[src/include/cpuCore_config.svh]
`ifndef CPUCORE_CONFIG_SVH
`define CPUCORE_CONFIG_SVH

// Bus, register and instruction width
`define CPU_DATA_WIDTH 16

// Size of the register file
`define CPU_REG_COUNT 8

// Bit positions in the four-bit flag word
`define FLAGS_C 0
`define FLAGS_Z 1
`define FLAGS_N 2
`define FLAGS_V 3

// First fetch address after reset
`define RESET_PC 16'h0000

`endif

[src/verilog/opcodes.sv]
`include "cpuCore_config.svh"

package opcodes;

   typedef logic [`CPU_DATA_WIDTH-1:0] word_t;

   // Instruction codes, IR bits 15:11
   typedef enum logic [4:0] {
      ADD      = 5'h00,
      ADDI     = 5'h01,
      ADDIB    = 5'h02,
      ADC      = 5'h03,
      ADCI     = 5'h04,
      SUB      = 5'h05,
      SUBI     = 5'h06,
      SUBIB    = 5'h07,
      SUC      = 5'h08,
      SUCI     = 5'h09,
      CMP      = 5'h0A,
      CMPI     = 5'h0B,
      LUI      = 5'h0C,
      LLI      = 5'h0D,
      LDW      = 5'h0E,
      STW      = 5'h0F,
      BR       = 5'h10,   // Branch and stack codes decode as no-ops
      BNE      = 5'h11,
      BE       = 5'h12,
      BLT      = 5'h13,
      BGE      = 5'h14,
      BWL      = 5'h15,
      JMP      = 5'h16,
      RET      = 5'h17,
      PUSH_POP = 5'h18
   } Opcode_t;

   typedef enum logic [2:0] {
      FnNOP,
      FnADD,
      FnADC,
      FnSUB,
      FnSBC,   // Subtract with borrow, carry set means no borrow
      FnA,     // Pass operand 1
      FnB      // Pass operand 2
   } alu_functions_t;

   typedef enum logic {Op1Rd1} Op1_select_t;

   typedef enum logic {Op2Rd2, Op2Imm} Op2_select_t;

   typedef enum logic [1:0] {ImmShort, ImmLong, ImmUpper} Imm_select_t;

   typedef enum logic {WdAlu, WdSys} Wd_select_t;

   typedef enum logic [1:0] {Pc1, PcAlu, PcLr} pc_select_t;

   typedef enum logic {LrSys} Lr_select_t;

   typedef enum logic {Rs1Ra, Rs1Rd} Rs1_select_t;

endpackage

[src/verilog/ctrlBus.sv]
`timescale 1ns/1ps

interface ctrlBus;
   opcodes::alu_functions_t AluOp;
   opcodes::Op1_select_t    Op1Sel;
   opcodes::Op2_select_t    Op2Sel;
   opcodes::Imm_select_t    ImmSel;
   opcodes::Wd_select_t     WdSel;
   opcodes::pc_select_t     PcSel;
   opcodes::Rs1_select_t    Rs1Sel;
   opcodes::Lr_select_t     LrSel;
   logic AluEn;    // Qualifies the ALU function
   logic AluWe;
   logic RegWe;
   logic PcWe;
   logic PcEn;     // PC onto the bus
   logic IrWe;
   logic LrWe;
   logic MemEn;    // Capture SysBusIn
   logic CFlag;
   logic [7:0] OpcodeCondIn;   // IR bits 15:8
   logic [3:0] Flags;

   modport control (
      output AluOp, Op1Sel, Op2Sel, ImmSel, WdSel, PcSel, Rs1Sel, LrSel,
      output AluEn, AluWe, RegWe, PcWe, PcEn, IrWe, LrWe, MemEn, CFlag,
      input  OpcodeCondIn, Flags
   );

   modport datapath (
      input  AluOp, Op1Sel, Op2Sel, ImmSel, WdSel, PcSel, Rs1Sel, LrSel,
      input  AluEn, AluWe, RegWe, PcWe, PcEn, IrWe, LrWe, MemEn, CFlag,
      output OpcodeCondIn, Flags
   );
endinterface

[src/verilog/control.sv]
`timescale 1ns/1ps
`include "cpuCore_config.svh"

module control (
   ctrlBus.control Ctrl,
   output logic    ALE,
   output logic    nME,
   output logic    nOE,
   output logic    nWE,
   output logic    ENB,
   input  logic    Clock,
   input  logic    nReset
);

   typedef enum logic {Fetch, Execute} majorState_t;
   typedef enum logic [1:0] {Fet1, Fet2, Fet3, Fet4} fetchState_t;
   typedef enum logic [2:0] {Exe1, Exe2, Exe3, Exe4, Exe5} execState_t;

   majorState_t      State;
   fetchState_t      FetchSub;
   execState_t       ExecuteSub;
   opcodes::Opcode_t Opcode;
   logic [3:0]       StatusReg;
   logic             StatusRegWe;
   logic             IsLongOp;

   assign Opcode = opcodes::Opcode_t'(Ctrl.OpcodeCondIn[7:3]);
   assign IsLongOp = (Opcode == opcodes::LDW) || (Opcode == opcodes::STW) ||
                     (Opcode == opcodes::JMP);

   // Flags from arithmetic ops and compares
   always_ff @(posedge Clock or negedge nReset) begin
      if (!nReset)
         StatusReg <= '0;
      else if (StatusRegWe)
         StatusReg <= Ctrl.Flags;
   end

   assign Ctrl.CFlag = StatusReg[`FLAGS_C];

   always_ff @(posedge Clock or negedge nReset) begin
      if (!nReset) begin
         State      <= Fetch;
         FetchSub   <= Fet1;
         ExecuteSub <= Exe1;
      end else if (State == Fetch) begin
         case (FetchSub)
            Fet1: FetchSub <= Fet2;
            Fet2: FetchSub <= Fet3;
            Fet3: FetchSub <= Fet4;
            default: begin
               State      <= Execute;
               FetchSub   <= Fet1;
               ExecuteSub <= Exe1;
            end
         endcase
      end else begin
         case (ExecuteSub)
            Exe1: begin
               if (IsLongOp)
                  ExecuteSub <= Exe2;
               else
                  State <= Fetch;   // Single cycle ops
            end
            Exe2: begin
               if (Opcode == opcodes::JMP)
                  State <= Fetch;
               else
                  ExecuteSub <= Exe3;
            end
            Exe3: ExecuteSub <= Exe4;
            Exe4: ExecuteSub <= Exe5;
            default: State <= Fetch;
         endcase
      end
   end

   always_comb begin
      Ctrl.AluOp  = opcodes::FnNOP;
      Ctrl.Op1Sel = opcodes::Op1Rd1;
      Ctrl.Op2Sel = opcodes::Op2Imm;
      Ctrl.ImmSel = opcodes::ImmShort;
      Ctrl.WdSel  = opcodes::WdAlu;
      Ctrl.PcSel  = opcodes::Pc1;
      Ctrl.Rs1Sel = opcodes::Rs1Ra;
      Ctrl.LrSel  = opcodes::LrSys;
      Ctrl.AluEn  = 1'b0;
      Ctrl.AluWe  = 1'b0;
      Ctrl.RegWe  = 1'b0;
      Ctrl.PcWe   = 1'b0;
      Ctrl.PcEn   = 1'b0;
      Ctrl.IrWe   = 1'b0;
      Ctrl.LrWe   = 1'b0;
      Ctrl.MemEn  = 1'b0;
      StatusRegWe = 1'b0;
      ALE = 1'b0;
      nME = 1'b1;   // Strobes idle high
      nOE = 1'b1;
      nWE = 1'b1;
      ENB = 1'b0;
      if (State == Fetch) begin
         case (FetchSub)
            Fet1: begin
               ALE       = 1'b1;   // PC out as address
               Ctrl.PcEn = 1'b1;
            end
            Fet2: begin
               nME = 1'b0;
               nOE = 1'b0;
            end
            Fet3: begin
               nME        = 1'b0;
               nOE        = 1'b0;
               ENB        = 1'b1;
               Ctrl.MemEn = 1'b1;   // Instruction word latched here
            end
            default: Ctrl.IrWe = 1'b1;
         endcase
      end else begin
         case (ExecuteSub)
            Exe1: begin
               case (Opcode)
                  opcodes::ADD, opcodes::ADDI, opcodes::ADDIB, opcodes::ADC,
                  opcodes::ADCI, opcodes::SUB, opcodes::SUBI, opcodes::SUBIB,
                  opcodes::SUC, opcodes::SUCI, opcodes::CMP, opcodes::CMPI: begin
                     Ctrl.AluEn  = 1'b1;
                     Ctrl.PcWe   = 1'b1;
                     StatusRegWe = 1'b1;
                     Ctrl.RegWe  = (Opcode != opcodes::CMP) && (Opcode != opcodes::CMPI);
                     case (Opcode)
                        opcodes::ADD, opcodes::ADDI, opcodes::ADDIB:
                           Ctrl.AluOp = opcodes::FnADD;
                        opcodes::ADC, opcodes::ADCI:
                           Ctrl.AluOp = opcodes::FnADC;
                        opcodes::SUC, opcodes::SUCI:
                           Ctrl.AluOp = opcodes::FnSBC;
                        default:
                           Ctrl.AluOp = opcodes::FnSUB;
                     endcase
                     if (Opcode == opcodes::ADD || Opcode == opcodes::ADC ||
                         Opcode == opcodes::SUB || Opcode == opcodes::SUC ||
                         Opcode == opcodes::CMP)
                        Ctrl.Op2Sel = opcodes::Op2Rd2;   // Register form
                     if (Opcode == opcodes::ADDIB || Opcode == opcodes::SUBIB) begin
                        Ctrl.Rs1Sel = opcodes::Rs1Rd;    // rd op byte
                        Ctrl.ImmSel = opcodes::ImmLong;
                     end
                  end
                  opcodes::LUI, opcodes::LLI: begin
                     Ctrl.AluOp  = opcodes::FnB;
                     Ctrl.AluEn  = 1'b1;
                     Ctrl.ImmSel = (Opcode == opcodes::LUI) ? opcodes::ImmUpper
                                                            : opcodes::ImmLong;
                     Ctrl.RegWe  = 1'b1;
                     Ctrl.PcWe   = 1'b1;
                  end
                  opcodes::LDW, opcodes::STW, opcodes::JMP: begin
                     Ctrl.AluOp = opcodes::FnADD;   // ra plus short immediate
                     Ctrl.AluEn = 1'b1;
                     Ctrl.AluWe = 1'b1;
                  end
                  opcodes::RET: begin
                     Ctrl.PcSel = opcodes::PcLr;
                     Ctrl.PcWe  = 1'b1;
                  end
                  default: Ctrl.PcWe = 1'b1;   // Skip unkept opcodes
               endcase
            end
            Exe2: begin
               if (Opcode == opcodes::JMP) begin
                  Ctrl.PcSel = opcodes::PcAlu;
                  Ctrl.PcWe  = 1'b1;
                  Ctrl.LrWe  = 1'b1;   // Return address
               end else begin
                  ALE = 1'b1;          // Data address from AluReg
               end
            end
            Exe3: begin
               if (Opcode == opcodes::LDW) begin
                  nME = 1'b0;
                  nOE = 1'b0;
               end else begin
                  Ctrl.Rs1Sel = opcodes::Rs1Rd;   // Store data into AluReg
                  Ctrl.AluOp  = opcodes::FnA;
                  Ctrl.AluEn  = 1'b1;
                  Ctrl.AluWe  = 1'b1;
               end
            end
            Exe4: begin
               if (Opcode == opcodes::LDW) begin
                  nME        = 1'b0;
                  nOE        = 1'b0;
                  ENB        = 1'b1;
                  Ctrl.MemEn = 1'b1;
               end else begin
                  nWE = 1'b0;   // Single write cycle
               end
            end
            default: begin
               Ctrl.PcWe = 1'b1;
               if (Opcode == opcodes::LDW) begin
                  Ctrl.WdSel = opcodes::WdSys;
                  Ctrl.RegWe = 1'b1;
               end
            end
         endcase
      end
   end

endmodule

[src/verilog/aluUnit.sv]
`timescale 1ns/1ps
`include "cpuCore_config.svh"

module aluUnit (
   input  opcodes::alu_functions_t AluOp,
   input  opcodes::word_t          OpA,
   input  opcodes::word_t          OpB,
   input  logic                    CarryIn,
   output opcodes::word_t          Result,
   output logic [3:0]              Flags
);

   opcodes::word_t           AddB;      // Inverted for subtract
   logic                     AddCin;
   logic                     IsArith;
   logic [`CPU_DATA_WIDTH:0] Sum;

   always_comb begin
      AddB    = OpB;
      AddCin  = 1'b0;
      IsArith = 1'b1;
      case (AluOp)
         opcodes::FnADD: AddCin = 1'b0;
         opcodes::FnADC: AddCin = CarryIn;
         opcodes::FnSUB: begin
            AddB   = ~OpB;
            AddCin = 1'b1;
         end
         opcodes::FnSBC: begin
            AddB   = ~OpB;
            AddCin = CarryIn;   // Carry clear borrows one
         end
         default: IsArith = 1'b0;
      endcase
      Sum = {1'b0, OpA} + {1'b0, AddB} + AddCin;
      case (AluOp)
         opcodes::FnA:   Result = OpA;
         opcodes::FnB:   Result = OpB;
         opcodes::FnNOP: Result = '0;
         default:        Result = Sum[`CPU_DATA_WIDTH-1:0];
      endcase
   end

   assign Flags[`FLAGS_C] = IsArith & Sum[`CPU_DATA_WIDTH];
   assign Flags[`FLAGS_Z] = (Result == '0);
   assign Flags[`FLAGS_N] = Result[`CPU_DATA_WIDTH-1];
   // Same input signs, different result sign
   assign Flags[`FLAGS_V] = IsArith & (OpA[`CPU_DATA_WIDTH-1] == AddB[`CPU_DATA_WIDTH-1]) &
                            (Sum[`CPU_DATA_WIDTH-1] != OpA[`CPU_DATA_WIDTH-1]);

endmodule

[src/verilog/registerFile.sv]
`timescale 1ns/1ps
`include "cpuCore_config.svh"

module registerFile (
   input  logic           Clock,
   input  logic           nReset,
   input  logic [2:0]     ReadAddr1,
   input  logic [2:0]     ReadAddr2,
   input  logic [2:0]     WriteAddr,
   input  logic           WriteEn,
   input  opcodes::word_t WriteData,
   output opcodes::word_t ReadData1,
   output opcodes::word_t ReadData2
);

   opcodes::word_t Regs [`CPU_REG_COUNT];

   always_ff @(posedge Clock or negedge nReset) begin
      if (!nReset) begin
         for (int i = 0; i < `CPU_REG_COUNT; i++)
            Regs[i] <= '0;
      end else if (WriteEn) begin
         Regs[WriteAddr] <= WriteData;
      end
   end

   // Asynchronous read ports
   assign ReadData1 = Regs[ReadAddr1];
   assign ReadData2 = Regs[ReadAddr2];

endmodule

[src/verilog/datapath.sv]
`timescale 1ns/1ps
`include "cpuCore_config.svh"

module datapath (
   ctrlBus.datapath       Ctrl,
   input  opcodes::word_t SysBusIn,
   output opcodes::word_t SysBusOut,
   input  logic           Clock,
   input  logic           nReset
);

   opcodes::word_t          Pc;
   opcodes::word_t          PcPlus1;
   opcodes::word_t          Ir;
   opcodes::word_t          Lr;
   opcodes::word_t          AluReg;
   opcodes::word_t          DataIn;       // Word captured from the bus
   opcodes::word_t          Imm;
   opcodes::word_t          OpA;
   opcodes::word_t          OpB;
   opcodes::word_t          AluResult;
   opcodes::word_t          ReadData1;
   opcodes::word_t          ReadData2;
   opcodes::word_t          WriteData;
   opcodes::alu_functions_t AluFunc;
   logic [2:0]              ReadAddr1;
   logic [3:0]              AluFlags;

   assign PcPlus1 = Pc + 1'b1;
   assign Ctrl.OpcodeCondIn = Ir[15:8];
   assign Ctrl.Flags = AluFlags;

   always_comb begin
      case (Ctrl.ImmSel)
         opcodes::ImmLong:  Imm = {{(`CPU_DATA_WIDTH-8){1'b0}}, Ir[7:0]};
         opcodes::ImmUpper: Imm = {Ir[7:0], {(`CPU_DATA_WIDTH-8){1'b0}}};
         default:           Imm = {{(`CPU_DATA_WIDTH-5){Ir[4]}}, Ir[4:0]};
      endcase
   end

   assign ReadAddr1 = (Ctrl.Rs1Sel == opcodes::Rs1Rd) ? Ir[10:8] : Ir[7:5];
   assign OpA = (Ctrl.Op1Sel == opcodes::Op1Rd1) ? ReadData1 : '0;
   assign OpB = (Ctrl.Op2Sel == opcodes::Op2Rd2) ? ReadData2 : Imm;
   assign AluFunc = Ctrl.AluEn ? Ctrl.AluOp : opcodes::FnNOP;
   assign WriteData = (Ctrl.WdSel == opcodes::WdSys) ? DataIn : AluResult;

   registerFile uRegs (
      .Clock     (Clock),
      .nReset    (nReset),
      .ReadAddr1 (ReadAddr1),
      .ReadAddr2 (Ir[4:2]),     // rb
      .WriteAddr (Ir[10:8]),    // rd
      .WriteEn   (Ctrl.RegWe),
      .WriteData (WriteData),
      .ReadData1 (ReadData1),
      .ReadData2 (ReadData2)
   );

   aluUnit uAlu (
      .AluOp   (AluFunc),
      .OpA     (OpA),
      .OpB     (OpB),
      .CarryIn (Ctrl.CFlag),
      .Result  (AluResult),
      .Flags   (AluFlags)
   );

   always_ff @(posedge Clock or negedge nReset) begin
      if (!nReset)
         Pc <= `RESET_PC;
      else if (Ctrl.PcWe)
         case (Ctrl.PcSel)
            opcodes::PcAlu: Pc <= AluReg;   // Jump target
            opcodes::PcLr:  Pc <= Lr;
            default:        Pc <= PcPlus1;
         endcase
   end

   always_ff @(posedge Clock) begin
      if (Ctrl.MemEn)
         DataIn <= SysBusIn;
      if (Ctrl.IrWe)
         Ir <= DataIn;
      if (Ctrl.AluWe)
         AluReg <= AluResult;
      if (Ctrl.LrWe && Ctrl.LrSel == opcodes::LrSys)
         Lr <= PcPlus1;
   end

   assign SysBusOut = Ctrl.PcEn ? Pc : AluReg;

endmodule

[src/verilog/cpuCore.sv]
`timescale 1ns/1ps

module cpuCore (
   input  logic           Clock,
   input  logic           nReset,
   input  opcodes::word_t SysBusIn,
   output opcodes::word_t SysBusOut,
   output logic           ALE,
   output logic           nME,
   output logic           nOE,
   output logic           nWE,
   output logic           ENB,
   output logic           CFlag
);

   ctrlBus ctrlIf ();

   control uControl (
      .Ctrl   (ctrlIf.control),
      .ALE    (ALE),
      .nME    (nME),
      .nOE    (nOE),
      .nWE    (nWE),
      .ENB    (ENB),
      .Clock  (Clock),
      .nReset (nReset)
   );

   datapath uDatapath (
      .Ctrl      (ctrlIf.datapath),
      .SysBusIn  (SysBusIn),
      .SysBusOut (SysBusOut),
      .Clock     (Clock),
      .nReset    (nReset)
   );

   assign CFlag = ctrlIf.CFlag;   // Carry from the status register

endmodule

[config.mk]
export PLATFORM = sky130hd
export DESIGN_NAME = cpuCore
export DESIGN_NICKNAME = d
export VERILOG_FILES = /design/src/verilog/opcodes.sv /design/src/verilog/ctrlBus.sv /design/src/verilog/control.sv /design/src/verilog/aluUnit.sv /design/src/verilog/registerFile.sv /design/src/verilog/datapath.sv /design/src/verilog/cpuCore.sv
export VERILOG_INCLUDE_DIRS = /design/src /design/src/include
export SDC_FILE = /design/constraint.sdc
export NUM_CORES = 1
export LEC_CHECK = 0
export BUFFER_PORTS_ARGS = -buffer_cell sky130_fd_sc_hd__buf_2
export CELL_PAD_IN_SITES_DETAIL_PLACEMENT = 0
export CELL_PAD_IN_SITES_GLOBAL_PLACEMENT = 1
export CORE_MARGIN = 10
export CORE_UTILIZATION = 40
export CTS_CLUSTER_DIAMETER = 40
export CTS_CLUSTER_SIZE = 14
export DETAILED_ROUTE_END_ITERATION = 8
export PLACE_DENSITY_LB_ADDON = 0.15
export SYNTH_ARGS = -nofsm -noshare
export SYNTH_HDL_FRONTEND = slang
export SYNTH_SLANG_ARGS = --single-unit
[constraint.sdc]
create_clock -name Clock -period 5.5 [get_ports Clock]
set_input_delay 0.55 -clock Clock [delete_from_list [all_inputs] [get_ports Clock]]
set_output_delay 0.55 -clock Clock [all_outputs]
set_load 0.005 [all_outputs]
# Word-level counts from Yosys, hierarchy flattened
# Index checks and enable logic that the tools add are counted.
word_totals:
  wordCells: 184
  reg_bits: 215
classes:
  reduce_logical: 29
  n_lt_le_gt_ge: 4
  addsub: 3
  bitwise: 5
  mux: 88
  eq_ne: 38
op_table:
  columns: ["cell", "count"]
  rows:
  - ["2-to-1 mux 16 bit", 9]
  - ["bitwise mux 128 bit", 1]
  - ["binary-select mux 16 bit (select 3 bit)", 2]
  - ["one-hot mux 16 bit (2 select lines)", 2]
  - ["demux 16 bit (select 3 bit)", 1]
  - ["one-hot mux 16 bit (3 select lines)", 1]
  - ["2-to-1 mux 1 bit", 44]
  - ["equality test 5 x 4 -> 1 bit, second input constant", 8]
  - ["2-to-1 mux 3 bit", 8]
  - ["equality test 5 x 3 -> 1 bit, second input constant", 4]
  - ["one-hot mux 3 bit (3 select lines)", 2]
  - ["adder 16 x 16 -> 17 bit", 1]
  - ["adder 17 x 1 -> 17 bit", 1]
  - ["OR reduction 17 bit", 1]
  - ["adder 16 x 1 -> 16 bit, second input constant", 1]
  - ["NOT 16 bit", 1]
  - ["OR reduction 2 bit", 7]
  - ["equality test 3 x 2 -> 1 bit, second input constant", 4]
  - ["greater-or-equal comparator 4 bit, second input constant", 3]
  - ["NOT 3 -> 4 bit", 3]
  - ["one-hot mux 1 bit (2 select lines)", 6]
  - ["one-hot mux 3 bit (4 select lines)", 1]
  - ["OR reduction 12 bit", 1]
  - ["OR reduction 3 bit", 4]
  - ["25 further kinds", 51]

# Depth between registers and ports, before layout
# Gate-level depths: netlist of the first run.
depth:
  depth_word: 17
  ltp_mapped: 24

# Cells and area by module
# Synthesis of the first run repeated with hierarchy kept, for this count alone.
hier_totals:
  cells_unflattened: 1084
  hier_area_um2: 13645.6
modules_own_cells:
  columns: ["module", "instances", "cells_each", "area_each_um2", "seq_area_each_um2"]
  rows:
  - ["registerFile", 1, 393, 7000.5, 3203.1]
  - ["datapath", 1, 353, 4144.0, 2322.2]
  - ["aluUnit", 1, 228, 1641.6, 0.0]
  - ["control", 1, 110, 859.6, 175.2]

# Worst setup path before layout of the first run
# Ideal clock, no wire load.
synth_timing:
  path_kind: "flip-flop to flip-flop"
  from: "register uDatapath.Ir[11]"
  to: "register uDatapath.AluReg[10] (data pin)"
  n_path_buf: 5
  required_ps: 5206
  path_stages_with_launch: 24
  period_less_slack_ps: 5051
  setup_slack_ps: 449
  arrival_ps: 4757
  path_cell_list: "edfxtp_1 -> buf_2 -> nand2b_4 -> o311a_1 -> buf_6 -> o21ai_4 -> and2_1 -> buf_2 -> clkbuf_1 -> clkbuf_1 -> nand3_1 -> o21ai_0 -> mux2i_1 -> fa_1 -> inv_1 -> fa_1 -> nand2b_1 -> and2_1 -> o21ai_0 -> a311o_1 -> a21oi_1 -> xnor2_1 -> a22oi_1 -> o221ai_1"
synth_between:
  elab_chain_len: 15
synth_lines:
  columns: ["item", "line", "rtl"]
  rows:
  - ["start, declared", "datapath.sv:14", "opcodes::word_t Ir;"]
  - ["start signal, assigned", "datapath.sv:83", "Ir <= DataIn;"]
  - ["branches (longest 14 deep; another with adder 16 x 16 -> 17 bit)", null, null]
  - ["one-hot mux 16 bit (3 select lines) *", "aluUnit.sv:36", "case (AluOp)"]
  - ["net uDatapath.AluResult[10]", "datapath.sv:21", "opcodes::word_t AluResult;"]
  - ["end signal, assigned", "datapath.sv:85", "AluReg <= AluResult;"]
  - ["end, declared", "datapath.sv:16", "opcodes::word_t AluReg;"]
# Mark *: on every way through the listed nets, which the timed path passes. The select of a mux whose other input is x is not followed.
# A chain may end at the register's enable or synchronous reset.

# Final worst setup path of the first run
layout_timing:
  from: "register uControl.ExecuteSub[0]"
  to: "register uDatapath.uRegs.Regs[76] (netlist name)"
layout_between:
  elab_chain_len: 13
layout_lines:
  columns: ["item", "line", "rtl"]
  rows:
  - ["start, declared", "control.sv:21", "execState_t ExecuteSub;"]
  - ["start signal, assigned", "control.sv:45", "ExecuteSub <= Exe1;"]
  - ["start signal, assigned", "control.sv:54", "ExecuteSub <= Exe1;"]
  - ["start signal, assigned", "control.sv:61", "ExecuteSub <= Exe2;"]
  - ["equality test 3 x 2 -> 1 bit / logical NOT 3 bit (equally long branches)", "control.sv:120", "case (ExecuteSub)"]
  - ["one-hot mux 1 bit (2 select lines) / 2-to-1 mux 2 bit (equally long branches)", "control.sv:120", null]
  - ["2-to-1 mux 1 bit / 2-to-1 mux 2 bit (equally long branches)", "control.sv:101", "if (State == Fetch) begin"]
  - ["2-to-1 mux 3 bit (tied with other cells)", "datapath.sv:41", "assign ReadAddr1 = (Ctrl.Rs1Sel == opcodes::Rs1Rd) ? Ir[10:8] : Ir[7:5];"]
  - ["NOT 3 -> 4 bit (implied by the code) / one-hot mux 16 bit (2 select lines) (equally long branches)", "registerFile.sv:28, datapath.sv:34", null]
  - ["binary-select mux 16 bit (select 3 bit) / 2-to-1 mux 16 bit (equally long branches)", "registerFile.sv:28, datapath.sv:43", null]
  - ["2-to-1 mux 16 bit (implied by the code) / NOT 16 bit (equally long branches)", "registerFile.sv:28, aluUnit.sv:26, aluUnit.sv:30", null]
  - ["2-to-1 mux 16 bit, on equally long branches", null, null]
  - ["adder 16 x 16 -> 17 bit", "aluUnit.sv:35", "Sum = {1'b0, OpA} + {1'b0, AddB} + AddCin;"]
  - ["adder 17 x 1 -> 17 bit", "aluUnit.sv:35", null]
  - ["one-hot mux 16 bit (3 select lines)", "aluUnit.sv:36", null]
  - ["2-to-1 mux 16 bit", "datapath.sv:45", "assign WriteData = (Ctrl.WdSel == opcodes::WdSys) ? DataIn : AluResult;"]
  - ["bitwise mux 128 bit", "registerFile.sv:23", "Regs[WriteAddr] <= WriteData;"]
  - ["end signal, assigned by index", "registerFile.sv:23", null]
  - ["end, declared", "registerFile.sv:16", "opcodes::word_t Regs [`CPU_REG_COUNT];"]
# Several ways; a longest one is shown, not always the timed one. The select of a mux whose other input is x is not followed.

==> results, run 1 <==
- For this run, design rule violations remaining after detail routing come to 0.
- The number of diodes is 0.
- At the worst endpoint, the required time is around 5.9 ns.
- The final critical-path share of the clock period is 0.947.
- The cell type group with the largest total delay on the critical path is compound AO/OA/AOI/OAI gates.
- The total routing resource utilization after global routing is 0.218.
- The launching element of the worst setup path is uControl.ExecuteSub[0]$_DFFE_PN0P_.
- The first global-routing pass estimated approximately 70000 um of wire.
- The detailed router placed about 12000 vias in this run.
- The final RePlAce weighted congestion is between 0.9 and 1.
- The via count of the first global-routing pass is 11200.
- The origin of the critical flop-to-flop path is uControl.ExecuteSub[0]$_DFFE_PN0P_.
- The die width is between 200 and 250 um.
- The sequential share of the synthesized area is 0.421.
- The leakage component of the power is 6.55 nW.
- Based on the critical path, the design can be clocked at up to 192 MHz.
- The number of library cell types mapped by synthesis is 74.
- From synthesis to final layout, the design area changed by 18.0%.
- In the routed layout, each cell is associated on average with a via count of between 5 and 6.
- The number of top-level pins is 40.
- Of all nets on the critical path, the largest fanout is 15.
- The critical path start-end classification is register to register.
- Walking the worst path, the cells encountered are nor3b_4, o311a_1, nor3_2, nor2_4, buf_4, nand2_1, nand3_1, o21ai_0, mux2i_1, ha_1, a21o_1, a211oi_1, o2111ai_1, a31oi_1, xor2_1, nor2_1, o41a_1, mux2_4.
- The first TritonRoute pass finished after 6 iterations.
- The quantity of hold-fixing buffers added after cts is 0.
- STA classifies the critical path startpoint as a register.
- The total count of hold-check failures in the final report is 0.
- The flow ran to the end, and the final reports show no timing, DRC or antenna violations.
- The commonest register cell after synthesis is dfrtp_1.
- The count of buffers added on input and output ports is 39.
- The synthesized design contains 64 enable-type register cells.
- The share of layout cells above drive strength 1 is 0.195.
- The power per standard cell area is 584 mW/mm^2.
- The worst pin sits at a relative slew slack of 0.308.
- The count of buffering cells on the critical path with inverters included is 1.
- In the final timing run, aggregate negative setup slack is 0 ns.
- Setup repair after global routing left no endpoint under its margin.
- The final layout contains routed wiring with a total length of 46100 um.
- The site row count is 67.
- The synthesized netlist occupies a cell area of around 0.014 sq mm.
- The area occupied by registers is between 0.005 and 0.006 sq mm.
- The number of nets in the layout is between 1500 and 2000.
- The per-cell routed wire length is ~23 um.
- The share of synthesized flip-flops with an asynchronous set or reset is 0.702.
- The remaining antenna violation count after routing is 0.
- Setup violations remaining at the end of the flow were counted as 0.
- The clock tree root buffer cell is clkbuf_16.
- The slowest stage of the critical path belongs to the cell o41a_1.
- Summing all multi-input logic gate instances after layout gives around 0.0073 sq mm.
- Dividing the synthesized area by the synthesized cell count gives between 9 and 10 sq um.
- The tool flagged a number of max-cap violations equal to 0.
- The instance area after placement is ~0.015 sq mm.
- The library cell used most frequently in the layout, excluding fill and tap cells, is nand2_1.
- Leaving out fill and tap cells, the most frequent cells in the layout are nand2_1, dfrtp_1, a21oi_1.
- After synthesis the netlist holds a flip-flop and latch count of about 220.
- Across all setup checks in the final design, the least slack found is just under 0.3 ns.
- The CTS H-tree depth is 2.
- The first routing iteration left roughly 850 violations.
- The floorplan step set the die height to between 200 and 250 um.
- The insertion delay of the later-clocked pin in the worst-skew pair is about 0.53 ns.
- After clock tree synthesis, the clock-pin slew on the worst setup and hold paths is 0.05 ns.
- The total count of max-transition violations in the final report came to 0.
- The arrival time of the worst setup path is between 5 and 6 ns.
- The clock buffer count from CTS is 41.
- The die covers ~0.042 sq mm.
- For this run, the slowest stage of the critical path takes 0.56 ns.
- The number of nets handed over by synthesis was 1493.
- The placeable core area is roughly 0.033 sq mm.
- The total setup buffers inserted after CTS is 0.
- Entering global routing, the biggest net connects 69 pins.
- IR analysis of the VDD net gives a maximum drop of 0.323 mV.
- The detailed-placement wirelength estimate is around 32000 um.
- The final critical delay including setup and external delays is 5.21 ns.
- The number of fillers in the final layout is 3150.
- Synthesis handed over a netlist of 1450 instances.
- The total congestion overflow is 0.
- The CTS tree is done.
- The worst setup path is captured at a register.
- The type of the most critical hold path is primary input to async pin.
- The clock sink count is about 220.
- The post-CTS resize count is 0.
- The slew at the pin closest to its max-slew limit is between 1 and 1.5 ns.
- OpenSTA, run right after detailed placement, puts the worst setup slack at roughly 0.35 ns.
- For this configuration, the core starts out at a cell density of 0.405.
- The final setup skew is roughly 0.019 ns.
- The number of warnings printed during yosys synthesis is 0.
- The clock passes through at most 3 buffers.
- The number of antenna violations at the first check in global routing is 1.
- The finished layout cell area is ~0.016 sq mm.
## flip-flops by register name, indices dropped and copies added, names as in the netlist
name and flops:
uDatapath.uRegs.Regs 128, uDatapath.AluReg 16, uDatapath.DataIn 16, uDatapath.Ir 16, uDatapath.Lr 16, uDatapath.Pc 16, uControl.ExecuteSub 3, uControl.FetchSub 2
uControl.State 1, uControl.StatusReg 1
## path summary, 6_finish.rpt
path,endpoint,slack (ns),cells after the start
hold / removal,uControl.FetchSub[1]$_DFFE_PN0N_,0.02,1
hold reg to reg,uDatapath.Ir[10]$_DFFE_PP_,0.45,0
min in group Clock,uDatapath.DataIn[3]$_DFFE_PP_,0.19,1
setup reg to reg,uDatapath.uRegs.Regs[76]$_DFFE_PN0P_,0.29,18
setup / recovery,uDatapath.uRegs.Regs[76]$_DFFE_PN0P_,0.29,18
max in group asynchronous,uDatapath.uRegs.Regs[97]$_DFFE_PN0P_,4.32,2
## where the power goes
| part | internal (mW) | total [mW] | switching (mW) |
|---|---|---|---|
| registers | 2.17 | 2.62 | 0.444 |
| logic | 1.73 | 4.10 | 2.37 |
| clock network | 1.71 | 2.62 | 0.906 |
## cells in the mapped netlist (all sizes together) (12+ instances only)
| cell | instances | area (sq um) |
|---|---|---|
| edfxtp | 64 | 1920 |
| xnor2 | 26 | 228 |
| and3 | 12 | 75.1 |
| nand3 | 40 | 200 |
| dfrtp | 151 | 3780 |
| nand2 | 243 | 912 |
| ha | 23 | 288 |
| mux4 | 40 | 901 |
| a211oi | 21 | 158 |
| a21o | 14 | 105 |
| o21ai | 147 | 747 |
| mux2i | 42 | 424 |
| xor2 | 20 | 175 |
| clkbuf | 73 | 274 |
| nand2b | 12 | 82.6 |
| a31oi | 18 | 113 |
| a22oi | 21 | 158 |
| buf | 30 | 200 |
| mux2 | 35 | 424 |
| inv | 31 | 116 |
| nor3 | 24 | 140 |
| a21oi | 145 | 733 |
| nor2 | 101 | 379 |
## cells by family after synthesis
| group | synth area share |
|---|---|
| XOR/XNOR | 0.0298 |
| buffers and inverters | 0.0436 |
| AO/OA/AOI/OAI | 0.192 |
| adder cells (fa/ha/maj) | 0.0242 |
| flip-flops | 0.421 |
| multiplexers | 0.129 |
| AND/OR/NAND/NOR | 0.160 |
## area by class of cell
cell class              count  area share
inverters                  31     0.00728
clock buffers              48      0.0704
well taps                 448      0.0351
flip-flops and latches    215       0.357
clock inverters            28      0.0196
repair buffers            124      0.0541
multi-input cells        1101       0.457
## per-layer routing
layer	wire, um	up-vias	track usage
met1	20600	5669	0.302
li1	-	5439	-
met4	1170	0	0.0619
met2	21100	430	0.345
met5	0	-	0
met3	3220	86	0.0393
## metrics by stage
| step | power, mW | hold slack [ns] | std cells | util |
|---|---|---|---|---|
| final | 9.33 | 0.0202 | 1995 | 0.478 |
| after CTS | 9.33 | 0.0624 | 1995 | 0.478 |
| after floorplan | 5.31 | 0.254 | 1450 | - |
| after global routing | 9.91 | 0.0648 | 1995 | 0.478 |
| after global placement | 6.63 | 0.435 | 1919 | 0.435 |
| after detailed placement | 6.66 | 0.435 | 1919 | 0.435 |
Power figures use the tool's default switching activity.
==> run 2: changes to the inputs <==
Settings changed: CORE_ASPECT_RATIO set to 1.1.
==> results, run 2 (same netlist as run 1, synthesis figures left out) <==
- The number of antenna violations at the first check in global routing came to 0 (-1).
- The final critical delay including setup and external delays is 5.21 ns (-0.00345 ns).
- The number of detailed-route iterations in the first pass is 7 (+1).
- In the layout the commonest cells are nand2_1, dfrtp_1, a21oi_1.
- The remaining antenna violation count after routing came to 0 (unchanged).
- The area growth from synthesis to layout is 16.9%.
- The kind of capture point of the worst setup path is a register.
- The smallest hold slack is 0.0335 ns (+0.0134 ns).
- The met1 layer wirelength in the final routing came to 21000 um (+2.3%).
- The detailed router used layers up to and including met4.
- The final RePlAce weighted congestion is 0.971 (+5.2%).
- The worst path required time came to 5.93 ns (+0.02 ns).
- The share of layout cells above drive strength 1 is 0.194 (-0.00133).
- The insertion delay of the later-clocked pin in the worst-skew pair is 0.56 ns (+0.03 ns).
- Setup repair after global routing left no endpoint under its margin.
- The total count of max-transition violations in the final report is 0 (unchanged).
- The final setup skew is 0.0305 ns (+0.0117 ns).
- The element type at the critical path start is a register.
- The number of top-level pins is 40 (unchanged).
- The critical path is of the register to register type.
- The number of cell instances on the worst register-to-register path was 17 (-1).
- The final critical-path share of the clock period is 0.946 (about the same).
- The total routing resource utilization after global routing is 0.225 (+0.00631).
- The arrival time of the worst setup path is 5.64 ns (+0.02 ns).
- The detailed-placement wirelength estimate is 32700 um (+2.5%).
- The flip-flop count of the largest register after layout is 128 (unchanged).
- The type of the most critical hold path is primary input to async pin.
- The via count of the first global-routing pass is 11400 (+2.1%).
- The total routed wirelength is 47600 um (+3.4%).
- The total congestion overflow is 0 (unchanged).
- The leakage component of the power came to 6.45 nW (-1.6%).
- The placeable core area is 0.0334 sq mm (-0.24%).
- The clock sink count was 215 (unchanged).
- The register ranked first by flip-flop count is uDatapath.uRegs.Regs.
- The clock transition time at the flip-flop clock pins of the worst setup and hold paths was 0.06 ns (about the same).
- The largest net degree at the start of global routing is 70 (+1.4%).
- The highest achievable clock rate is 192 MHz (about the same).
- The max-capacitance violation count is 0 (unchanged).
- The number of buffers on the longest clock path is 3 (unchanged).
- The number of DRC markers after the initial detailed-route iteration was 1015 (+20%).
- The clock buffer count from CTS is 41 (unchanged).
- The number of diodes is 0 (unchanged).
- The die width is 195 um (-4.2%).
- The via count was 11800 (+1.2%).
- The worst-case vdd ir drop came to 0.221 mV (-32%).
- The final total power was 9.11 mW (-2.4%).
- Clock tree synthesis selected as its root buffer the cell clkbuf_16.
- The setup TNS is 0 ns (unchanged).
- The worst register-to-register path begins at uDatapath.Ir[12]$_DFFE_PP_.
- The port buffer count is 39 (unchanged).
- The slew at the pin closest to its max-slew limit is 1.08 ns (+0.0398 ns).
- The leading cell type in the layout, fill and taps excluded is nand2_1.
- The final standard cell utilization of the core is 0.474 (-0.00356).
- The number of endpoints failing setup at the final stage is 0 (unchanged).
- The run finished with clean final reports.
- The starting density of the core is 0.406 (+0.000956).
- The number of fillers in the final layout is 3154 (+0.13%).
- The headroom to the max-slew limit came to 0.281 (-0.0266).
- The destination of the worst register-to-register timing path is uDatapath.uRegs.Regs[13]$_DFFE_PN0P_.
- The height of the chip was 213 um (+4.4%).
- The total met2 wirelength after detailed routing is 22600 um (+7.1%).
- The power per standard cell area was 576 mW/mm^2 (-1.4%).
- The per-cell routed wire length came to 24.2 um (+4.7%).
- The total count of hold-check failures in the final report is 0 (unchanged).
- The CTS H-tree depth is 2 (unchanged).
- The number of nets in the layout is 1548 (-0.58%).
- The global-route wire length before repair came to 72600 um (+3.5%).
- The routed length on met3 came to 2760 um (-14%).
- TritonCTS built the clock tree.
- The number of remaining DRC errors is 0 (unchanged).
- The setup slack of the most critical reg-to-reg path is 0.29 ns (about the same).
- The worst-path maximum fanout was 9 (-6).
- The site row count was 70 (+4.5%).
- The detail-routed via count per cell came to 5.97 (+2.5%).
- The floorplan die area is 0.0416 sq mm (about the same).
## run 2: changes by cell type in the layout (fill, tap and decap cells not counted), moves of 2 or more
cell        change
buf_4           -7
clkinv_2        -5
nor2_1          -5
bufinv_16       -4
inv_6           +3
nor2_4          +3
buf_12          -2
clkbuf_8        -2
clkinv_4        +2
clkinvlp_4      +2
inv_8           +2
nor2_2          +2
## run 2: power breakdown
part / total (mW) / internal [mW] / switching (mW)
Clock: 2.48 / 1.52 / 0.957
Sequential: 2.65 / 2.17 / 0.471
Combinational: 3.99 / 1.69 / 2.30
## run 2: final cells by class
cell class              instances  area [sq um]  area share
inverters                      31           116     0.00736
clock inverters                29           265      0.0168
repair buffers                115           772      0.0488
clock buffers                  46          1100      0.0694
multi-input cells            1101          7330       0.463
flip-flops and latches        215          5700       0.360
well taps                     432           541      0.0342
## run 2: critical path, cell delays in order, from the launching register on
cell,delay (ns)
edfxtp_1,0.50
buf_4,0.19
nor2b_1,0.15
and4_1,0.23
buf_4,0.18
nor2_1,0.46
a21o_1,0.22
buf_4,0.20
mux4_2,0.31
mux2_2,0.31
ha_1,0.39
nand4b_1,0.19
a2111o_1,0.51
nand3_1,0.15
a21oi_1,0.10
a31oi_2,0.30
a41oi_2,0.32
mux2_2,0.36
## run 2: repair_timing
action                     CTS  global route
setup endpoints to repair    0            24
hold endpoints to repair     0             0
hold buffers                 0             0
resized for setup            0             3
setup buffers                0             2
## run 2: how the worst max path moves through the flow
stage / from / endpoint / slack (ns)
floorplan: uDatapath.Ir[11]$_DFFE_PP_ / uDatapath.AluReg[10]$_DFFE_PP_ / 0.45
global placement: uDatapath.Ir[12]$_DFFE_PP_ / uDatapath.uRegs.Regs[47]$_DFFE_PN0P_ / 0.32
detailed placement: uDatapath.Ir[12]$_DFFE_PP_ / uDatapath.uRegs.Regs[47]$_DFFE_PN0P_ / 0.21
CTS: uDatapath.Ir[12]$_DFFE_PP_ / uDatapath.uRegs.Regs[95]$_DFFE_PN0P_ / 0.17
global route: uDatapath.Ir[15]$_DFFE_PP_ / uDatapath.uRegs.Regs[60]$_DFFE_PN0P_ / 0.004
finish: uDatapath.Ir[12]$_DFFE_PP_ / uDatapath.uRegs.Regs[13]$_DFFE_PN0P_ / 0.29
## run 2: per-layer routing
metal | GRT usage | up-vias
li1 | - | 5414
met1 | 0.293 | 5864
met2 | 0.374 | 413
met3 | 0.0365 | 72
met4 | 0.0714 | 0
met5 | 0 | -
## run 2: per-stage QoR
stage | cells | area, sq um | setup WS, ns
final | 1969 | 15800 | 0.294
after detailed placement | 1892 | 14400 | 0.207
after global routing | 1969 | 15800 | 0.00401
after CTS | 1967 | 15800 | 0.173
after global placement | 1892 | 14400 | 0.323
after floorplan | 1450 | 13500 | 0.449
